### config.mk
export PLATFORM = sky130hd
export DESIGN_NAME = videoOut
export DESIGN_NICKNAME = d
export VERILOG_FILES = /design/src/design/neoPalPkg.sv /design/src/design/videoOut.sv
export SDC_FILE = /design/constraint.sdc
export NUM_CORES = 1
export LEC_CHECK = 0
export BUFFER_PORTS_ARGS = -buffer_cell sky130_fd_sc_hd__buf_2
export CORE_MARGIN = 3
export CORE_UTILIZATION = 45
export DETAILED_ROUTE_END_ITERATION = 8
export PLACE_DENSITY = 0.77
export SLEW_MARGIN = 5
export SYNTH_ARGS = -nofsm -noshare
export SYNTH_HDL_FRONTEND = slang
export SYNTH_SLANG_ARGS = --single-unit
### constraint.sdc
create_clock -name clk24M -period 1.1 [get_ports clk24M]
set_input_delay 0.22 -clock clk24M [delete_from_list [all_inputs] [get_ports clk24M]]
set_output_delay 0.22 -clock clk24M [all_outputs]
set_load 0.01 [all_outputs]
### src/design/neoPalPkg.sv
package neoPalPkg;

	// Palette index within one bank
	localparam int palAddrW = 12;
	// Palette word width
	localparam int palDataW = 16;
	// Output level per channel
	localparam int colorW = 7;
	// Two banks of 4096 words
	localparam int palDepth = 2 ** (palAddrW + 1);

	// Master cycles per pixel slot
	localparam int slotPhases = 4;
	localparam int phaseW = $clog2(slotPhases);
	// Video read slot, also the pixel tick
	localparam logic [phaseW-1:0] vidPhase = phaseW'(0);
	// CPU access slot
	localparam logic [phaseW-1:0] cpuPhase = phaseW'(2);

	// System latch index, from address bits 3 to 1
	localparam int latchIdxW = 3;
	localparam logic [latchIdxW-1:0] shadowIdx = 3'd0;
	localparam logic [latchIdxW-1:0] palBnkIdx = 3'd7;

	// Slot sequencer states
	localparam int seqStateW = 2;
	localparam logic [seqStateW-1:0] seqIdle = 2'd0;
	localparam logic [seqStateW-1:0] seqCpuPending = 2'd1;
	localparam logic [seqStateW-1:0] seqCpuReturn = 2'd2;

	// Palette word as seen by the video side
	typedef struct packed {
		logic dark;
		logic rLsb;
		logic gLsb;
		logic bLsb;
		logic [3:0] r4;
		logic [3:0] g4;
		logic [3:0] b4;
	} palColor;

	// Raw for the CPU, colour fields for the video output
	typedef union packed {
		logic [palDataW-1:0] raw;
		palColor color;
	} palWord;

endpackage

### src/design/videoOut.sv
`timescale 1ns/1ns

module videoOut (
	input logic clk24M,
	input logic rstN,
	input logic vidFetch,
	input logic pixBlank,
	input logic shadow,
	input neoPalPkg::palWord palData,
	output logic [neoPalPkg::colorW-1:0] videoR,
	output logic [neoPalPkg::colorW-1:0] videoG,
	output logic [neoPalPkg::colorW-1:0] videoB,
	output logic rgbValid
);

	// Fetch strobe and blank lined up with palData
	logic fetchD;
	logic blankD;

	// 5-bit channel value times 4, dark step, then shadow
	function automatic logic [neoPalPkg::colorW-1:0] level(
		input logic [3:0] c4,
		input logic lsb,
		input logic dark,
		input logic shade
	);
		logic [neoPalPkg::colorW-1:0] lvl;
		lvl = {c4, lsb, 2'b00};
		if (!dark) begin
			lvl = lvl + neoPalPkg::colorW'(2);
		end
		// Halve, rounding down
		if (shade) begin
			lvl = lvl >> 1;
		end
		return lvl;
	endfunction

	always_ff @(posedge clk24M or negedge rstN) begin
		if (!rstN) begin
			fetchD <= 1'b0;
			blankD <= 1'b0;
			rgbValid <= 1'b0;
			videoR <= '0;
			videoG <= '0;
			videoB <= '0;
		end else begin
			fetchD <= vidFetch;
			blankD <= pixBlank;
			rgbValid <= fetchD;
			// Levels change only on a fetched word
			if (fetchD) begin
				if (blankD) begin
					videoR <= '0;
					videoG <= '0;
					videoB <= '0;
				end else begin
					videoR <= level(palData.color.r4, palData.color.rLsb,
						palData.color.dark, shadow);
					videoG <= level(palData.color.g4, palData.color.gLsb,
						palData.color.dark, shadow);
					videoB <= level(palData.color.b4, palData.color.bLsb,
						palData.color.dark, shadow);
				end
			end
		end
	end

endmodule

==> results of run 1 <==
==> power groups by stage <==
stage,sequential [mW],clock (mW),combinational [mW]
6_report,0.907,0.344,0.313
5_1_grt,0.914,0.399,0.347
4_1_cts,0.908,0.369,0.309
3_5_place_dp,0.922,0,0.306
3_3_place_gp,0.919,0,0.298
2_1_floorplan,0.949,0,0.133
==> timing repair <==
action                                 in CTS  in global routing
hold buffers                                1                  0
gates resized for setup                     0                  1
endpoints found under the hold margin      22                  0
setup endpoints to repair                   0                 15
buffers inserted                            0                  2
==> cells in the mapped netlist <==
| library cell | instances |
|---|---|
| sky130_fd_sc_hd__dfrtp_1 | 22 |
| sky130_fd_sc_hd__nand2b_2 | 1 |
| sky130_fd_sc_hd__inv_1 | 19 |
| sky130_fd_sc_hd__o22ai_1 | 15 |
| sky130_fd_sc_hd__buf_2 | 3 |
| sky130_fd_sc_hd__nand3_1 | 4 |
| sky130_fd_sc_hd__buf_6 | 2 |
| sky130_fd_sc_hd__buf_4 | 2 |
| sky130_fd_sc_hd__nor2_1 | 3 |
| sky130_fd_sc_hd__o21ai_0 | 4 |
| sky130_fd_sc_hd__mux2i_1 | 12 |
| sky130_fd_sc_hd__a21oi_1 | 3 |
==> registers in the layout (all words and copies together), names as in the netlist <==
name and cells:
blankD 1, fetchD 1, rgbValid 1, videoB 6, videoG 6, videoR 7
==> layout make-up <==
type	count	area (sq um)	share of cell area
clock buffer	3	22.5	0.0182
sequential	22	552	0.445
timing repair buffer	48	270	0.218
inverter	19	71.3	0.0576
tap	27	33.8	0.0273
multi-input combinational	42	289	0.233
==> kinds of logic after synthesis <==
kind of cell / share of synthesized area
and+or+nand+nor: 0.0416
DFF: 0.571
buffers and inverters: 0.129
AOI/OAI and AO/OA: 0.134
muxes: 0.125
==> layer usage <==
layer,track usage,up-vias
met5,0,-
met4,0.0766,0
met3,0.0342,2
met2,0.295,33
met1,0.192,387
li1,-,390
==> worst max-delay path by stage <==
| stage | start | endpoint | slack [ps] | depth (start not counted) |
|---|---|---|---|---|
| after floorplan | blankD | videoB[1] | 160 | 3 |
| after global routing | videoR[0] | videoR[0] | -20 | 1 |
| final | videoR[0] | videoR[0] | 30 | 1 |
| after CTS | videoR[0] | videoR[0] | 10 | 1 |
| after global placement | shadow | videoG[2] | 100 | 4 |
| after detailed placement | shadow | videoB[3] | 50 | 4 |
==> per-stage QoR <==
step	hold slack [ps]	instances
after floorplan	-75.6	90
after global placement	200	155
after detailed placement	211	155
after CTS	5.96	159
after global routing	1.21	161
final	23.4	161
==> placed cells by master (no fill, tap or decap), types with 3 or more instances in the layout <==
cell,count
sky130_fd_sc_hd__buf_2,42
sky130_fd_sc_hd__dfrtp_1,21
sky130_fd_sc_hd__inv_1,19
sky130_fd_sc_hd__o22ai_1,15
sky130_fd_sc_hd__mux2i_1,12
sky130_fd_sc_hd__nand3_1,4
sky130_fd_sc_hd__o21ai_0,4
sky130_fd_sc_hd__buf_4,4
sky130_fd_sc_hd__nor2_1,3
sky130_fd_sc_hd__a21oi_1,3
sky130_fd_sc_hd__clkbuf_4,3
==> run summary, run 1 <==
In the post-synthesis netlist, the biggest area contributors are sky130_fd_sc_hd__dfrtp_1 57%, sky130_fd_sc_hd__mux2i_1 12%, sky130_fd_sc_hd__o22ai_1 9.7%. The post-synthesis instance area came out at 963 sq um. The share of the cycle needed by the critical path after routing came out at 0.969. The initial antenna violation count came out at 0. The number of top-level design ports came out at 43. The switching share of power is 0.268. The net count of the mapped netlist is 111.

The post-synthesis sequential element count came out at 22. The number of cells on the worst reg-to-reg path is 2. The first TritonRoute pass finished after 4 iterations. STA puts the critical path data required time at 880 ps. With fillers left out, the area of the finished cells amounts to 1240 sq um. The global routing usage summed across all routing layers came out at 0.167.

The normalized max-slew margin is 0.678. The startpoint identified for the worst hold timing path is vidFetch. The number of buffers and inverters on the critical path is 1.

At the placement stage, the worst setup path has a slack of 46.6 ps. After detailed routing, the met2 layer carries 1070 um of wire. Setup slack on the worst reg-to-reg path comes out at 90 ps. Along the worst path, the maximum fanout reaches 4. The share of total power dissipated in combinational logic is 0.200.

The internal portion of total power is 1.15 mW. The via count of the first global-routing pass came to 797. The leakage dissipation is 0.674 nW. The synthesized area per cell is 10.7 sq um. The total setup violations reported at the end of the flow came out at 0. Summing over every cut layer, the via total after detailed routing is 812. The setup slack of the critical path after layout is 33.9 ps. For this run, the top clock speed supported by timing is 0.938 GHz.

The number of port buffers came out at 42. The part of the Yosys area used for sequential elements is 0.571. At the worst endpoint, the arrival time is 850 ps.

Broken down by cell family, the worst path's largest delay share belongs to flip-flops. The capture endpoint of the worst hold path is fetchD. The worst register-to-register path ends at videoB[3]. The growth of design area from synthesis to finish came out at 28.6%. The die outline width is 52.3 um. For this run, the number of Yosys warnings is 0. The total power after layout came out at 1.56 mW. The buffer levels on the longest clock path is 2. VDD sags by at most 0.000787 V. The first global-routing pass estimated 3350 um of wire. The power per cell area came out at 1260 nW/um^2. The path class of the tightest hold or removal check is in2reg.

Counting I/O delays and the setup requirement, the final critical path takes 1070 ps. Setup repair after global routing could not meet its margin everywhere. For this design, the slowest cell found on the critical path is sky130_fd_sc_hd__dfrtp_1. In the final routed layout, each cell accounts on average for 13.2 um.

The worst setup path is launched from a register. The number of vias per cell is 5.04. The source-to-sink clock delay at the later pin of the worst-skew pair is 300 ps. The overall die area came out at 2730 sq um. The aggregate global routing overflow came out at 0.

The final layout net count came out at 157. The met3 wire length came out at 193 um. The detailed-placement wirelength estimate came out at 1640 um. The cell area after placement is 1190 sq um. The remaining antenna violation count after routing is 0. The final number of max-transition violations came to 0. The final design utilization is 0.619.

CTS saw 22 sinks. The number of instances on the worst hold path is 1. In this run the core area contains 16 standard-cell rows. The fraction of synthesized cell area taken by the top area cell type came out at 0.571. The number of unique standard cell types used by synthesis came out at 12. The total negative slack is 0 ps. In this run the top signal layer used is met4. The setup path with the least slack is of type reg2out. Across the run, the number of max-cap violations was 0. The signal on the critical path passes through buf_2. The net load switching power came out at 419 uW. The repair_antennas step left the layout with diodes totalling 0.

The startpoint of the lowest-slack register-to-register path is fetchD. Of the total power, registers draw 0.580. The fraction of layout instances using a drive strength above 1 came out at 0.388. In the final routing, the length of wire on met1 measures 857 um. The first routing iteration left 7 violations. Entering global routing, the biggest net connects 23 pins. The DRC violations left is 0. The count of final hold-check violations came to 0. The flow ran to the end, and the final reports show no timing, DRC or antenna violations. The cell at the root of the clock tree is sky130_fd_sc_hd__clkbuf_4. The clock slew seen by the registers of the worst setup and hold paths came out at 100 ps.

The effective utilization at floorplan is 0.481. The clock arrives with 6.95 ps of skew. STA classifies the critical path endpoint as a primary output.

The post-synthesis cell count is 90. For this block, the routed nets add up to 2130 um of wire. The layout filler cell count came out at 177.

The maximum level of the CTS H-tree is 1. The number of CTS-inserted buffers came out at 3. The die span in y is 52.3 um. At the end of routability-driven placement, the weighted congestion stood at 0.697. Summed over all instances, the cell type with the most area after synthesis is sky130_fd_sc_hd__dfrtp_1. TritonCTS built the clock tree.

The slew at the pin with the worst max-slew slack came out at 483 ps. The core footprint came out at 2000 sq um. The clock network power share is 0.220.

The highest cell delay on the worst timing path came out at 410 ps.
Power figures use the tool's default switching activity.
==> run 2, diff against run 1 <==
CTS_BUF_LIST = sky130_fd_sc_hd__clkbuf_4   (was default)
clock period = 1 ns   (was 1.1 ns; I/O delays follow)
==> run summary, run 2 (synthesis results as in run 1) <==
The flow ran to the end, but the final reports show violations. The final reports fail on negative setup slack. The clock network power share came to 0.325 (+0.105). The overall die area came to 2730 sq um (unchanged).

The number of standard cells in the layout, taps in and fillers out came to 173 (+7.5%). The final wirelength came out at 2310 um (+8.6%). In the final layout, the registers with the most flip-flops are videoR x7, videoB x6, videoG x6. The total setup violations reported at the end of the flow came to 22 (+22).

The final layout net count came out at 168 (+7.0%). The via count of the first global-routing pass came out at 739 (-7.3%). The highest-delay cell along the critical path is sky130_fd_sc_hd__dfrtp_1. The final clock skew came out at 4.88 ps (-2.07 ps). The DRC violations left came to 0 (unchanged). The path with the worst hold slack has its endpoint at videoG[6]. The instance count on the critical path was 1 (unchanged). The switching share of power came out at 0.244 (-0.0242). The global routing usage summed across all routing layers is 0.174 (+0.00695). The total of max-cap violations came out at 0 (unchanged). The area used by sequential logic in the layout came out at 551 sq um (-0.23%). The clock slew seen by the registers of the worst setup and hold paths came out at 120 ps (+20 ps). The power per cell area is 1510 nW/um^2 (+20%).

The iteration count of the initial detailed-routing pass is 4 (unchanged). The leakage dissipation is 0.751 nW (+11%). The buffer levels on the longest clock path is 2 (unchanged). The worst setup slack for register-to-register paths is 70 ps (-20 ps). The sequential fraction of design power is 0.480 (-0.100).

The startpoint of the lowest-slack hold path is palData[7]. The number of port buffers came out at 42 (unchanged). The upper clock frequency limit is 0.924 GHz.

The remaining antenna violation count after routing came out at 0 (unchanged). The share of the cycle needed by the critical path after routing came out at 1.08. The fraction of layout instances using a drive strength above 1 came out at 0.418 (+0.0297). The capture instance of the worst register-to-register path is videoR[0].

The detailed-route wire length per cell was 13.3 um (+1.0%). The growth of design area from synthesis to finish is 42.5%. The buffering stage count on the worst path with inverters included came out at 1 (unchanged). The maximum number of pins on one net before global-route repair is 23 (unchanged). The number of clock sinks seen by CTS was 22 (unchanged). The critical path data required time is 800 ps (-80 ps). The largest register by flop count is videoR. The placed cell count is 157 (+1.3%).

The leading cell type in the layout, fill and taps excluded is sky130_fd_sc_hd__buf_2. The antenna cell count was 0 (unchanged). The count of final hold-check violations came out at 0 (unchanged). The setup slack of the critical path after layout is -82.2 ps (-116 ps).

The slew at the pin with the worst max-slew slack is 479 ps (-3.37 ps). The detailed-placement wirelength estimate came out at 1660 um (+1.3%). The worst-path maximum fanout came out at 4 (unchanged).

The number of top-level design ports was 43 (unchanged). The final number of max-transition violations is 0 (unchanged). The worst register-to-register path begins at fetchD.

The final design utilization is 0.686 (+0.0669). The layout filler cell count was 175 (-1.1%). The maximum level of the CTS H-tree is 1 (unchanged).

The length in cells of the worst reg-to-reg path is 3 (+1). The effective utilization at floorplan is 0.481 (unchanged). The highest cell delay on the worst timing path came to 430 ps (+20 ps). Walking the worst path, the cells encountered are buf_2.

The standard-cell row count is 16 (unchanged). The time the worst path needs with I/O delays and setup came out at 1080 ps. The die span in y came to 52.3 um (unchanged).

The internal portion of total power came out at 1.57 mW (+37%). The nature of the critical path endpoint is a primary output. The normalized max-slew margin is 0.681 (+0.00225). The number of vias per cell came out at 4.83 (-4.2%).

In this design, the largest share of critical-path delay is due to flip-flops. The top cell types in the final layout, fill and taps aside, are 40 x sky130_fd_sc_hd__buf_2, 22 x sky130_fd_sc_hd__dfrtp_1, 19 x sky130_fd_sc_hd__inv_1. The worst setup path is launched from a register. The worst path arrival time is 880 ps (+30 ps). The path class of the tightest hold or removal check is in2reg. The kind of critical path is reg2out. The flip-flop count of the largest register, all copies and words added is 7 (unchanged). The area of the multi-input gates came out at 294 sq um (+1.7%).

The number of violations reported at the end of detailed-routing iteration 0 is 15 (+8). The number of instances on the worst hold path is 3 (+2). The via count is 836 (+3.0%). The worst vdd rail ir drop came out at 0.00102 V (+29%). TritonCTS built the clock tree. Setup repair after global routing could not meet its margin everywhere. The net load switching power came out at 507 uW (+21%). The die outline width is 52.3 um (unchanged). The global-route wire length before repair came out at 3510 um (+5.0%).

The aggregate global routing overflow was 0 (unchanged). The fraction of power consumed by combinational cells is 0.196 (-0.004). CTS placed an instance of sky130_fd_sc_hd__clkbuf_4 at the clock tree root.

The total negative slack is -1030 ps (-1030 ps). The initial antenna violation count is 0 (unchanged). The weighted congestion at the end of routability-driven global placement is 0.726 (+4.3%). The core footprint is 2000 sq um (unchanged).

The source-to-sink clock delay at the later pin of the worst-skew pair came out at 310 ps (about the same). The number of CTS-inserted buffers is 3 (unchanged).
## run 2: cell count changes in the layout (fill, tap and decap cells not counted), sizes merged
cell         delta
buf             +9
bufinv          +1
dlygate4sd3     +2
## run 2: final cells by class
type                            instances  share of cell area
Tap cell                               27              0.0246
Multi-Input combinational cell         42               0.214
Timing Repair Buffer                   59               0.270
Clock buffer                            3              0.0164
Inverter                               19              0.0520
Clock inverter                          1              0.0219
Sequential cell                        22               0.401
## run 2: what timing repair did
action / 4_1_cts / 5_1_grt
gates resized for setup: 1 / 2
hold buffers: 3 / 0
cloned: 0 / 0
endpoints found under the setup margin: 23 / 22
setup buffers: 4 / 5
hold endpoints to repair: 24 / 0
## run 2: routing by layer
metal / vias to the layer above / GRT usage / part of all wire
met3: 4 / 0.0285 / 0.054
li1: 413 / - / -
met2: 33 / 0.280 / 0.49
met1: 386 / 0.235 / 0.44
met4: 0 / 0.0638 / 0.012
met5: - / 0 / 0
## run 2: worst max-delay path by stage
stage | from | to | slack, ps
global placement | shadow | videoG[3] | 30
finish | videoR[0] | videoR[0] | -80
global route | videoR[0] | videoR[0] | -140
CTS | videoR[0] | videoR[0] | -100
detailed placement | blankD | videoG[5] | -3
floorplan | blankD | videoB[1] | 60
## run 2: power groups by stage
stage / sequential (mW) / clock, mW / combinational, mW
after floorplan: 1.04 / 0 / 0.146
after global placement: 1.01 / 0 / 0.335
after detailed placement: 1.01 / 0 / 0.344
after CTS: 0.996 / 0.687 / 0.376
after global routing: 1.01 / 0.742 / 0.445
final: 0.997 / 0.675 / 0.407
## run 2: through the flow
stage	hold WS, ps	instance area, sq um	worst slack, ps	power, mW
after floorplan	-95.6	963	64.5	1.19
after global placement	181	1200	30.7	1.34
after detailed placement	192	1200	-2.78	1.36
after CTS	133	1320	-96.1	2.06
after global routing	125	1370	-141	2.19
final	142	1370	-82.2	2.08
