<file path="config.mk">
export PLATFORM = sky130hd
export DESIGN_NAME = palSlotSequencer_flat
export DESIGN_NICKNAME = d
export VERILOG_FILES = /design/src/design/neoPalPkg.sv /design/src/design/palBusIf.sv /design/src/design/palSlotSequencer.sv /design/src/flat_wrapper.sv
export SDC_FILE = /design/constraint.sdc
export NUM_CORES = 1
export LEC_CHECK = 0
export BUFFER_PORTS_ARGS = -buffer_cell sky130_fd_sc_hd__buf_2
export CORE_ASPECT_RATIO = 2
export CORE_MARGIN = 2
export CORE_UTILIZATION = 45
export DETAILED_ROUTE_END_ITERATION = 6
export PLACE_DENSITY_LB_ADDON = 0.08
export SLEW_MARGIN = 20
export SYNTH_ARGS = -nofsm -noshare
export SYNTH_HDL_FRONTEND = slang
export SYNTH_SLANG_ARGS = --single-unit
</file>
<file path="constraint.sdc">
create_clock -name clk24M -period 9.5 [get_ports clk24M]
set_input_delay 0.95 -clock clk24M [delete_from_list [all_inputs] [get_ports clk24M]]
set_output_delay 0.95 -clock clk24M [all_outputs]
set_load 0.05 [all_outputs]
</file>
<file path="src/design/neoPalPkg.sv">
package neoPalPkg;

	// Palette index within one bank
	localparam int palAddrW = 12;
	// Palette word width
	localparam int palDataW = 16;
	// Output level per channel
	localparam int colorW = 7;
	// Two banks of 4096 words
	localparam int palDepth = 2 ** (palAddrW + 1);

	// Master cycles per pixel slot
	localparam int slotPhases = 4;
	localparam int phaseW = $clog2(slotPhases);
	// Video read slot, also the pixel tick
	localparam logic [phaseW-1:0] vidPhase = phaseW'(0);
	// CPU access slot
	localparam logic [phaseW-1:0] cpuPhase = phaseW'(2);

	// System latch index, from address bits 3 to 1
	localparam int latchIdxW = 3;
	localparam logic [latchIdxW-1:0] shadowIdx = 3'd0;
	localparam logic [latchIdxW-1:0] palBnkIdx = 3'd7;

	// Slot sequencer states
	localparam int seqStateW = 2;
	localparam logic [seqStateW-1:0] seqIdle = 2'd0;
	localparam logic [seqStateW-1:0] seqCpuPending = 2'd1;
	localparam logic [seqStateW-1:0] seqCpuReturn = 2'd2;

	// Palette word as seen by the video side
	typedef struct packed {
		logic dark;
		logic rLsb;
		logic gLsb;
		logic bLsb;
		logic [3:0] r4;
		logic [3:0] g4;
		logic [3:0] b4;
	} palColor;

	// Raw for the CPU, colour fields for the video output
	typedef union packed {
		logic [palDataW-1:0] raw;
		palColor color;
	} palWord;

endpackage

</file>
<file path="src/design/palBusIf.sv">
`timescale 1ns/1ns

interface palBusIf;

	// Bank bit on top of the 12-bit index
	logic [neoPalPkg::palAddrW:0] addr;
	neoPalPkg::palWord wrData;
	// One-cycle strobes, never both at once
	logic we;
	logic re;
	// Valid the cycle after re
	neoPalPkg::palWord rdData;

	// Slot sequencer side
	modport requester (
		output addr,
		output wrData,
		output we,
		output re,
		input rdData
	);

	// Palette RAM side
	modport memory (
		input addr,
		input wrData,
		input we,
		input re,
		output rdData
	);

endinterface

</file>
<file path="src/design/palSlotSequencer.sv">
`timescale 1ns/1ns

module palSlotSequencer (
	input logic clk24M,
	input logic rstN,
	input logic [neoPalPkg::phaseW-1:0] phase,
	input logic [neoPalPkg::palAddrW-1:0] cpuAddr,
	input logic [neoPalPkg::palDataW-1:0] cpuWrData,
	input logic cpuWe,
	input logic cpuRe,
	input logic palBnk,
	input logic [neoPalPkg::palAddrW-1:0] pixIndex,
	palBusIf.requester ram,
	output logic [neoPalPkg::palDataW-1:0] cpuRdData,
	output logic cpuRdValid,
	output logic vidFetch
);

	logic [neoPalPkg::seqStateW-1:0] state;
	logic [neoPalPkg::seqStateW-1:0] stateNext;

	// Captured CPU access
	logic [neoPalPkg::palAddrW-1:0] pendAddr;
	logic [neoPalPkg::palDataW-1:0] pendData;
	logic pendWrite;

	logic isPending;
	logic newReq;
	logic reqValid;
	logic reqWrite;
	logic [neoPalPkg::palAddrW-1:0] reqAddr;
	logic [neoPalPkg::palDataW-1:0] reqData;
	logic cpuSlot;

	assign isPending = (state == neoPalPkg::seqCpuPending);
	// Strobes while pending are dropped
	assign newReq = !isPending && (cpuWe || cpuRe);

	// Pending access first, else a strobe arriving this cycle
	assign reqValid = isPending || newReq;
	assign reqAddr = isPending ? pendAddr : cpuAddr;
	assign reqData = isPending ? pendData : cpuWrData;
	// Write wins if both strobes come together
	assign reqWrite = isPending ? pendWrite : cpuWe;

	assign vidFetch = (phase == neoPalPkg::vidPhase);
	assign cpuSlot = (phase == neoPalPkg::cpuPhase) && reqValid;

	// RAM port, video by default, CPU in its slot
	always_comb begin
		ram.addr = {palBnk, pixIndex};
		ram.wrData.raw = reqData;
		ram.we = 1'b0;
		ram.re = vidFetch;
		if (cpuSlot) begin
			ram.addr = {palBnk, reqAddr};
			ram.we = reqWrite;
			ram.re = !reqWrite;
		end
	end

	always_comb begin
		stateNext = state;
		case (state)
			neoPalPkg::seqCpuPending: begin
				if (cpuSlot) begin
					stateNext = reqWrite ? neoPalPkg::seqIdle : neoPalPkg::seqCpuReturn;
				end
			end
			default: begin
				// Idle or return; a strobe at phase 2 goes straight out
				if (cpuSlot) begin
					stateNext = reqWrite ? neoPalPkg::seqIdle : neoPalPkg::seqCpuReturn;
				end else if (newReq) begin
					stateNext = neoPalPkg::seqCpuPending;
				end else begin
					stateNext = neoPalPkg::seqIdle;
				end
			end
		endcase
	end

	always_ff @(posedge clk24M or negedge rstN) begin
		if (!rstN) begin
			state <= neoPalPkg::seqIdle;
		end else begin
			state <= stateNext;
		end
	end

	// Hold the access until its slot
	always_ff @(posedge clk24M) begin
		if (newReq && !cpuSlot) begin
			pendAddr <= cpuAddr;
			pendData <= cpuWrData;
			pendWrite <= cpuWe;
		end
	end

	// Read word arrives one cycle after the CPU slot
	assign cpuRdValid = (state == neoPalPkg::seqCpuReturn);
	assign cpuRdData = ram.rdData.raw;

endmodule

</file>
<file path="src/flat_wrapper.sv">
// flat-port wrapper written by rule: the top's interface ports become plain ports
module palSlotSequencer_flat 
  (clk24M, rstN, phase, cpuAddr, cpuWrData, cpuWe, cpuRe, palBnk, pixIndex, cpuRdData, cpuRdValid, vidFetch, ram_addr, ram_wrData, ram_we, ram_re, ram_rdData);
  palBusIf ram_i ();
  input logic clk24M;
  input logic rstN;
  input logic [neoPalPkg::phaseW-1:0] phase;
  input logic [neoPalPkg::palAddrW-1:0] cpuAddr;
  input logic [neoPalPkg::palDataW-1:0] cpuWrData;
  input logic cpuWe;
  input logic cpuRe;
  input logic palBnk;
  input logic [neoPalPkg::palAddrW-1:0] pixIndex;
  output logic [neoPalPkg::palDataW-1:0] cpuRdData;
  output logic cpuRdValid;
  output logic vidFetch;
  output wire logic [$bits(ram_i.addr)-1:0] ram_addr;
  output wire logic [$bits(ram_i.wrData)-1:0] ram_wrData;
  output wire logic [$bits(ram_i.we)-1:0] ram_we;
  output wire logic [$bits(ram_i.re)-1:0] ram_re;
  input wire logic [$bits(ram_i.rdData)-1:0] ram_rdData;
  assign ram_addr = ram_i.addr;
  assign ram_wrData = ram_i.wrData;
  assign ram_we = ram_i.we;
  assign ram_re = ram_i.re;
  assign ram_i.rdData = ram_rdData;
  palSlotSequencer u_core (.clk24M(clk24M), .rstN(rstN), .phase(phase), .cpuAddr(cpuAddr), .cpuWrData(cpuWrData), .cpuWe(cpuWe), .cpuRe(cpuRe), .palBnk(palBnk), .pixIndex(pixIndex), .ram(ram_i), .cpuRdData(cpuRdData), .cpuRdValid(cpuRdValid), .vidFetch(vidFetch));
endmodule
</file>
==> results list, run 1 <==
* Post-cts gate resize count: 0
- Final core utilization: 0.582
* Number of rows created at floorplan: 31
- Post-Layout Inst Area: roughly 2100 sq um
- After detailed routing, the total wire length is 3.21 mm.
* Average wire length per cell after detail routing: 14.6 um
- Adding up every negative setup slack in the final design gives 0 ns.
- Setup repair after global routing left no endpoint under its margin.
* Pin count of the biggest net entering global routing: 33
- CTS saw 31 sinks.
* Final global-route overflow total: 0
- Arr. time, crit path: approximately 2.3 ns
- The H-tree was split into 2 levels.
- Synthesis-to-finish area growth: 24.8%
- Data on the critical path is required at its endpoint by ~8.6 ns.
- Via count normalized by instance count: approximately 4.9
- The later pin in the worst-skew pair is clocked with a latency of between 0.2 and 0.3 ns.
- For this block, the initial DRC count from the detailed router was 11.
- Top cell family by delay on the critical path: simple AND/OR/NAND/NOR gates
* Overall die area: roughly 4200 sq um
- Clock root buffer master: clkbuf_8
- VDD sags by at most 0.000111 V.
* Iteration count of the initial detailed-routing pass: 4
* Setup violators final: 0
- The number of global-route vias before repair is 1147.
* Headroom to the max-slew limit: 0.406
* Antenna violations before repair: 0
* Dominant cells by area after synthesis: edfxtp_1 52%, mux2_2 22%, buf_4 8.6%
- Hold repair after CTS inserted 0 buffers.
- The first global-routing pass estimated roughly 5.0 mm of wire.
- Crit path buf inv count: 1
* Core Area: ~3600 sq um
- After the last flow step, the layout net total stands at about 230.
* Height of the die: 90.0 um
* Areal power density over the cells: approximately 200 nW/um^2
- Number of port buffers: 77
- Largest stage delay on the critical path: a little over 0.7 ns
- Share of post-route cells with drive strength above 1: 0.759
* Global-route usage over all layers: 0.161
- Syn. warnings: 0
* Final-report max-slew violation count: 0
- The cell area that synthesis handed to floorplanning was approximately 1700 sq um.
- 0 antenna diodes ended up in the layout.
- Setup slack of the critical path after layout: ~6.2 ns
* Total count of hold-check failures in the final report: 0
- For the final database, setup skew stands at 0.00235 ns.
* Vias: between 1000 and 1500
- Post-synth top area share: 0.524
- Total leakage power: approximately 0.9 nW
- Slowest CP cell: nor2b_4
- Synthesis produced a netlist whose cell count is between 100 and 150.
* Net count of the mapped netlist: around 170
- In this run, CTS created clock tree buffers numbering 5.
- Worst Setup Start Kind: register
- In this run the worst path has a maximum fanout of 32.
- After detailed routing, the number of remaining DRC violations is 0.
- In the finished design, the share of the clock period the worst path needs comes to 0.345.
* Distinct cell type count after synthesis: 15
* Worst-Margin Slew: 0.889 ns
- Tightest Hold Check Type: in -> async
- The worst setup path is captured at an output pin.
* Clk pin slew, worst setup/hold paths: ~0.060 ns
- No sink is reached through more buffers than the 2 on the longest clock path.
* Fillers: around 330
* Reported max-cap violation count: 0
- Post CTS Setup Buffer Count: 0
- TritonCTS built the clock tree.
- The run finished with clean final reports.
* Highest achievable clock rate: approximately 0.3 GHz
- CP Cell Sequence: nor2b_4, o31a_4, mux2_2, buf_2
- OpenSTA, run right after detailed placement, puts the worst setup slack at around 6.3 ns.
- The congestion estimate from routability-driven global placement came to 0.663.
- Synthesis-stage register bit count: 31
- Starting density of the core: 0.466
- Die outline width: roughly 47 um
- Remaining antenna violation count: 0
- The critical path is of the reg -> out type.
- Register area share after synthesis: 0.554
* Cell type with the highest aggregate area in the netlist: edfxtp_1
* Number of primary I/O pins: around 110
- Post-route minimum period: around 3.3 ns
- Average cell area after synthesis: 15.7 sq um
* Placed standard-cell area: 1960 sq um
* Placed wire-length estimate: around 2.5 mm
## path summary, 6_finish.rpt
| kind | slack [ns] | to | depth (start not counted) | from |
|---|---|---|---|---|
| max | 6.22 | ram_addr[2] | 4 | u_core.state[1]$_DFFE_PN0P_ |
| min | 0.45 | u_core.state[0]$_DFFE_PN0P_ | 1 | rstN |
| max reg2reg | 7.52 | u_core.pendData[6]$_DFFE_PP_ | 3 | u_core.state[0]$_DFFE_PN0P_ |
| min reg2reg | 0.63 | u_core.state[1]$_DFFE_PN0P_ | 2 | u_core.pendWrite$_DFFE_PP_ |
| max in group asynchronous | 8.95 | u_core.state[1]$_DFFE_PN0P_ | 1 | rstN |
| min in group clk24M | 0.63 | u_core.state[1]$_DFFE_PN0P_ | 2 | u_core.pendWrite$_DFFE_PP_ |
## worst reg2reg max path, delay by kind of cell, from the launching register on
kind | cells | cell delay, ns
buffers and inverters | 1 | 0.36
DFF | 1 | 0.38
and+or+nand+nor | 2 | 0.94
## flip-flops by register name, summed over array words and instances (netlist names)
name,flops
u_core.state,2
u_core.pendWrite,1
u_core.pendData,16
u_core.pendAddr,12
## cells by family (layout without fill, tap and decap cells)
kind of cell / count (synthesis) / count (layout) / synth area share
mux: 41 / 41 / 0.293
flops: 31 / 31 / 0.554
buf+inv: 22 / 86 / 0.102
simple gates: 10 / 10 / 0.0361
compound gates: 2 / 2 / 0.0151
## stage by stage
step / hold WS [ns] / std cells / power [mW]
3_3_place_gp: 0.623 / 211 / 0.276
3_5_place_dp: 0.628 / 211 / 0.278
4_1_cts: 0.439 / 219 / 0.412
6_report: 0.452 / 219 / 0.406
5_1_grt: 0.435 / 219 / 0.424
2_1_floorplan: 0.579 / 106 / 0.272
## area by class of cell
class	instances	area, sq um	area share
clock inverters	2	35.0	0.0169
flip-flops and latches	31	921	0.444
multi-input cells	53	583	0.281
repair buffers	78	393	0.189
clock buffers	6	82.6	0.0398
well taps	49	61.3	0.0295
## power breakdown
part / switching (mW) / internal (mW)
clock: 0.0471 / 0.0848
combinational: 0.0739 / 0.0380
sequential: 0.00213 / 0.160
## cell usage in the layout (no fill, tap or decap), drive strengths merged
master,count
a21o,1
and2,1
buf,78
bufinv,1
clkbuf,6
clkinv,1
dfrtp,2
edfxtp,29
mux2,40
mux2i,1
nor2,3
nor2b,4
nor3,2
o31a,1
## layer usage
metal | global-route usage | vias up | wire, um
li1 | - | 502 | -
met2 | 0.284 | 53 | 1770
met4 | 0.0856 | 0 | 85
met5 | 0 | - | 0
met3 | 0.0382 | 12 | 250
met1 | 0.156 | 498 | 1100
## cells in the mapped netlist (all sizes together)
| cell type | number |
|---|---|
| a21o | 1 |
| and2 | 1 |
| buf | 22 |
| dfrtp | 2 |
| edfxtp | 29 |
| mux2 | 40 |
| mux2i | 1 |
| nor2 | 3 |
| nor2b | 4 |
| nor3 | 2 |
| o31a | 1 |
(Power assumes the default switching activity.)
==> inputs of run 2 (changes only) <==
--- a/config.mk
+++ b/config.mk
@@ -5,10 +5,11 @@
 export SDC_FILE = /design/constraint.sdc
 export NUM_CORES = 1
 export LEC_CHECK = 0
+export ABC_AREA = 1
 export BUFFER_PORTS_ARGS = -buffer_cell sky130_fd_sc_hd__buf_2
 export CORE_ASPECT_RATIO = 2
 export CORE_MARGIN = 2
-export CORE_UTILIZATION = 45
+export CORE_UTILIZATION = 42
 export DETAILED_ROUTE_END_ITERATION = 6
 export PLACE_DENSITY_LB_ADDON = 0.08
 export SLEW_MARGIN = 20
==> constraint.sdc (replaced) <==
create_clock -name clk24M -period 3.2 [get_ports clk24M]
set_input_delay 0.32 -clock clk24M [delete_from_list [all_inputs] [get_ports clk24M]]
set_output_delay 0.32 -clock clk24M [all_outputs]
set_load 0.05 [all_outputs]
==> results list, run 2 <==
- Result of the run: complete, no violations
* Syn. warnings: 0
- Top cells by count, synth: 127 x nand2_1, 29 x edfxtp_1, 20 x buf_4
- Clock-pin slew was measured on the worst setup and hold paths at about 0.060 ns.
- Worst reg2reg path depth: 4
* Register name with the most flops: u_core.pendData
- Summing every instance area after synthesis gives between 1500 and 2000 sq um.
* DRC marker count from the first detailed-route iteration: 30
- The region available for standard cell placement spans between 3000 and 4000 sq um.
- Clock root buffer master: clkbuf_8
- Sink Count: 31
- The final layout contains 325 nets.
* Register area share after synthesis: 0.546
- Setup TNS: 0 ns
- Setup violations remaining at the end of the flow were counted as 0.
* Distinct cell type count after synthesis: 16
- Entering global routing, the biggest net connects 33 pins.
* Final-report max-slew violation count: 0
- Placed wire-length estimate: around 2.6 mm
- Cts hold-fix bufs: 1
* Final period util: 0.696
- Fillers: a little under 400
- Among all stages on the critical path, the largest delay is contributed by nor2_4.
- For this configuration, the core starts out at a cell density of 0.439.
* Average wire length per cell after detail routing: between 10 and 15 um
* Start point of the critical path: u_core.state[0]$_DFFE_PN0P_
* Number of port buffers: 77
* Net count of the mapped netlist: around 260
- Most numerous cell on the critical path: nand2_1
- The final hold violation count was 0.
* Reported max-cap violation count: 0
- Summing internal, switching and leakage power gives between 1 and 1.5 mW.
- The worst setup path is of the reg -> out kind.
- Number of buffers created by CTS: 5
- Static timing analysis puts the maximum clock frequency at ~0.45 GHz.
- CTS tree: done
- Total leakage power: 1.10 nW
* Post-Route Skew: 0.00390 ns
- In this run the power density over the cells is 556 nW/um^2.
- The floorplan step set the die height to 93.7 um.
- In the final layout, the share of cells above drive strength 1 is 0.354.
- Synthesis-to-finish area growth: 22.8%
- In this run the worst setup path terminates at ram_re.
* Overall die area: approximately 4600 sq um
- Number of flops mapped to enable cells by yosys: 29
- Post-route minimum period: ~2.2 ns
- Setup repair after global routing left no endpoint under its margin.
- CP required: 2.88 ns
* Number of primary I/O pins: approximately 110
- The endpoint identified for the worst register-to-register timing path is u_core.pendData[12]$_DFFE_PP_.
- Remaining antenna violation count: 0
- The later pin in the worst-skew pair is clocked with a latency of ~0.28 ns.
* Number of diodes added for antenna fixing: 0
- Arr. time, crit path: 1.91 ns
- Of all nets on the critical path, the largest fanout is 30.
- Post CTS Setup Buffer Count: 0
- The biggest area contributor in the post-synthesis netlist is edfxtp_1.
* Iteration count of the initial detailed-routing pass: 4
* Worst r2r src: u_core.state[0]$_DFFE_PN0P_
* Number of placed instances with taps included: approximately 310
- Via count normalized by instance count: roughly 4.4
- Largest vdd supply drop: 0.000362 V
- The initial antenna violation count is 0.
- Largest stage delay on the critical path: just over 0.5 ns
- Critical path endpoint category: output pin
- By area the synthesized netlist is led by edfxtp_1 52%, nand2_1 28%, buf_4 8.9%.
- After global routing the overflow that remains totals 0.
* Top flip-flop cell by instance count after synthesis: edfxtp_1
- Final instance count without filler cells: roughly 310
- Synthesis inferred 31 register bits.
- Leaving out fill and tap cells, the most frequent cell in the layout is nand2_1.
* Tightest Hold Check Type: in -> reg
- Among all cell types in the netlist, the one instantiated most often is nand2_1.
- Vias: between 1000 and 1500
- The share of synthesized area in the top cell type comes to 0.516.
- Counting flops with an async set or reset pin after synthesis yields a share of 0.0645.
- The largest registers in the layout are u_core.pendData: 16 flops, u_core.pendAddr: 12 flops, u_core.state: 2 flops.
* Global-route usage over all layers: 0.163
- The worst pin sits at a relative slew slack of 0.412.
- Syn Inst Count: roughly 200
- Max FFs per register: 16
- Worst-Margin Slew: approximately 0.88 ns
* Post-cts gate resize count: 0
- In this run the register-to-register setup slack is between 1 and 1.5 ns.
* Average cell area after synthesis: between 8 and 9 sq um
* DR DRC count: 0
- In this run the core area contains 32 standard-cell rows.
* CP Cell Sequence: inv_2, nor2_4, nand2_1, nand2_1, nand2_1, nand2_1, buf_2
- In this run the deepest clock path goes through 2 buffers.
- Wires add up to ~3.5 mm.
* Commonest cells after routing, fill and taps aside: 127 x nand2_1, 77 x buf_2, 29 x edfxtp_1
- Worst Setup Start Kind: register
- The number of global-route vias before repair is between 1000 and 1500.
* Gpl congestion: between 0.7 and 0.8
- In this run the number of H-tree levels came out at 2.
- The floorplan step set the die width to approximately 49 um.
* Global-route wire length before repair: roughly 5.7 mm
run 2: cell count changes in the layout (fill, tap and decap cells not counted), sizes merged, moves of 2 or more:
cell / change
nand2: +129
a21oi: +2
nor2b: -4
inv: +8
mux2: -40
nor2: +2
clkbuf: +2
run 2: stage by stage:
step                      hold slack (ns)  utilization  setup slack (ns)  instance area [sq um]
after floorplan                    0.0244            -            0.0287                   1690
after global placement              0.104        0.510              1.12                   1960
after detailed placement            0.105        0.510              1.08                   1960
after CTS                           0.217        0.539             0.920                   2070
after global routing                0.220        0.539             0.774                   2070
final                               0.227        0.539             0.973                   2070
run 2: cells by family after synthesis:
family                 Yosys count  share of synthesized area
AOI/OAI and AO/OA                2                     0.0126
buffers and inverters           33                      0.129
DFF                             31                      0.546
and+or+nand+nor                135                      0.313
run 2: report_power, final:
| part | internal [mW] | switching [mW] | leakage, nW |
|---|---|---|---|
| sequential | 0.475 | 0.00731 | 0.295 |
| combinational | 0.0821 | 0.258 | 0.758 |
| clock | 0.196 | 0.134 | 0.0515 |
| total | 0.753 | 0.400 | 1.10 |
run 2: worst min path at each step:
stage | slack [ns] | to | cells past startpoint | startpoint
CTS | 0.22 | u_core.pendAddr[6]$_DFFE_PP_ | 1 | cpuAddr[6]
detailed placement | 0.11 | u_core.state[0]$_DFFE_PN0P_ | 1 | rstN
floorplan | 0.02 | u_core.state[0]$_DFFE_PN0P_ | 0 | rstN
finish | 0.23 | u_core.pendAddr[6]$_DFFE_PP_ | 1 | cpuAddr[6]
global route | 0.22 | u_core.pendAddr[0]$_DFFE_PP_ | 1 | cpuAddr[0]
global placement | 0.10 | u_core.state[0]$_DFFE_PN0P_ | 1 | rstN
run 2: routing by layer:
layer	global-route usage	wire length [um]	vias to the layer above
met4	0.0714	59	0
met3	0.0637	313	5
met2	0.288	1760	73
met1	0.167	1360	584
li1	-	-	729
met5	0	0	-
run 2: critical path, delay by kind of cell, from the launching register on:
family                 cells  cell delay (ns)
flip-flops                 1             0.42
AND/OR/NAND/NOR            5             0.89
buffers and inverters      2             0.32
run 2: final cells by class:
type | instances | area [sq um] | area share
repair buffers | 79 | 403 | 0.194
clock buffers | 8 | 100 | 0.0483
well taps | 51 | 63.8 | 0.0308
inverters | 8 | 30.0 | 0.0145
multi-input cells | 137 | 554 | 0.268
flip-flops and latches | 31 | 921 | 0.444
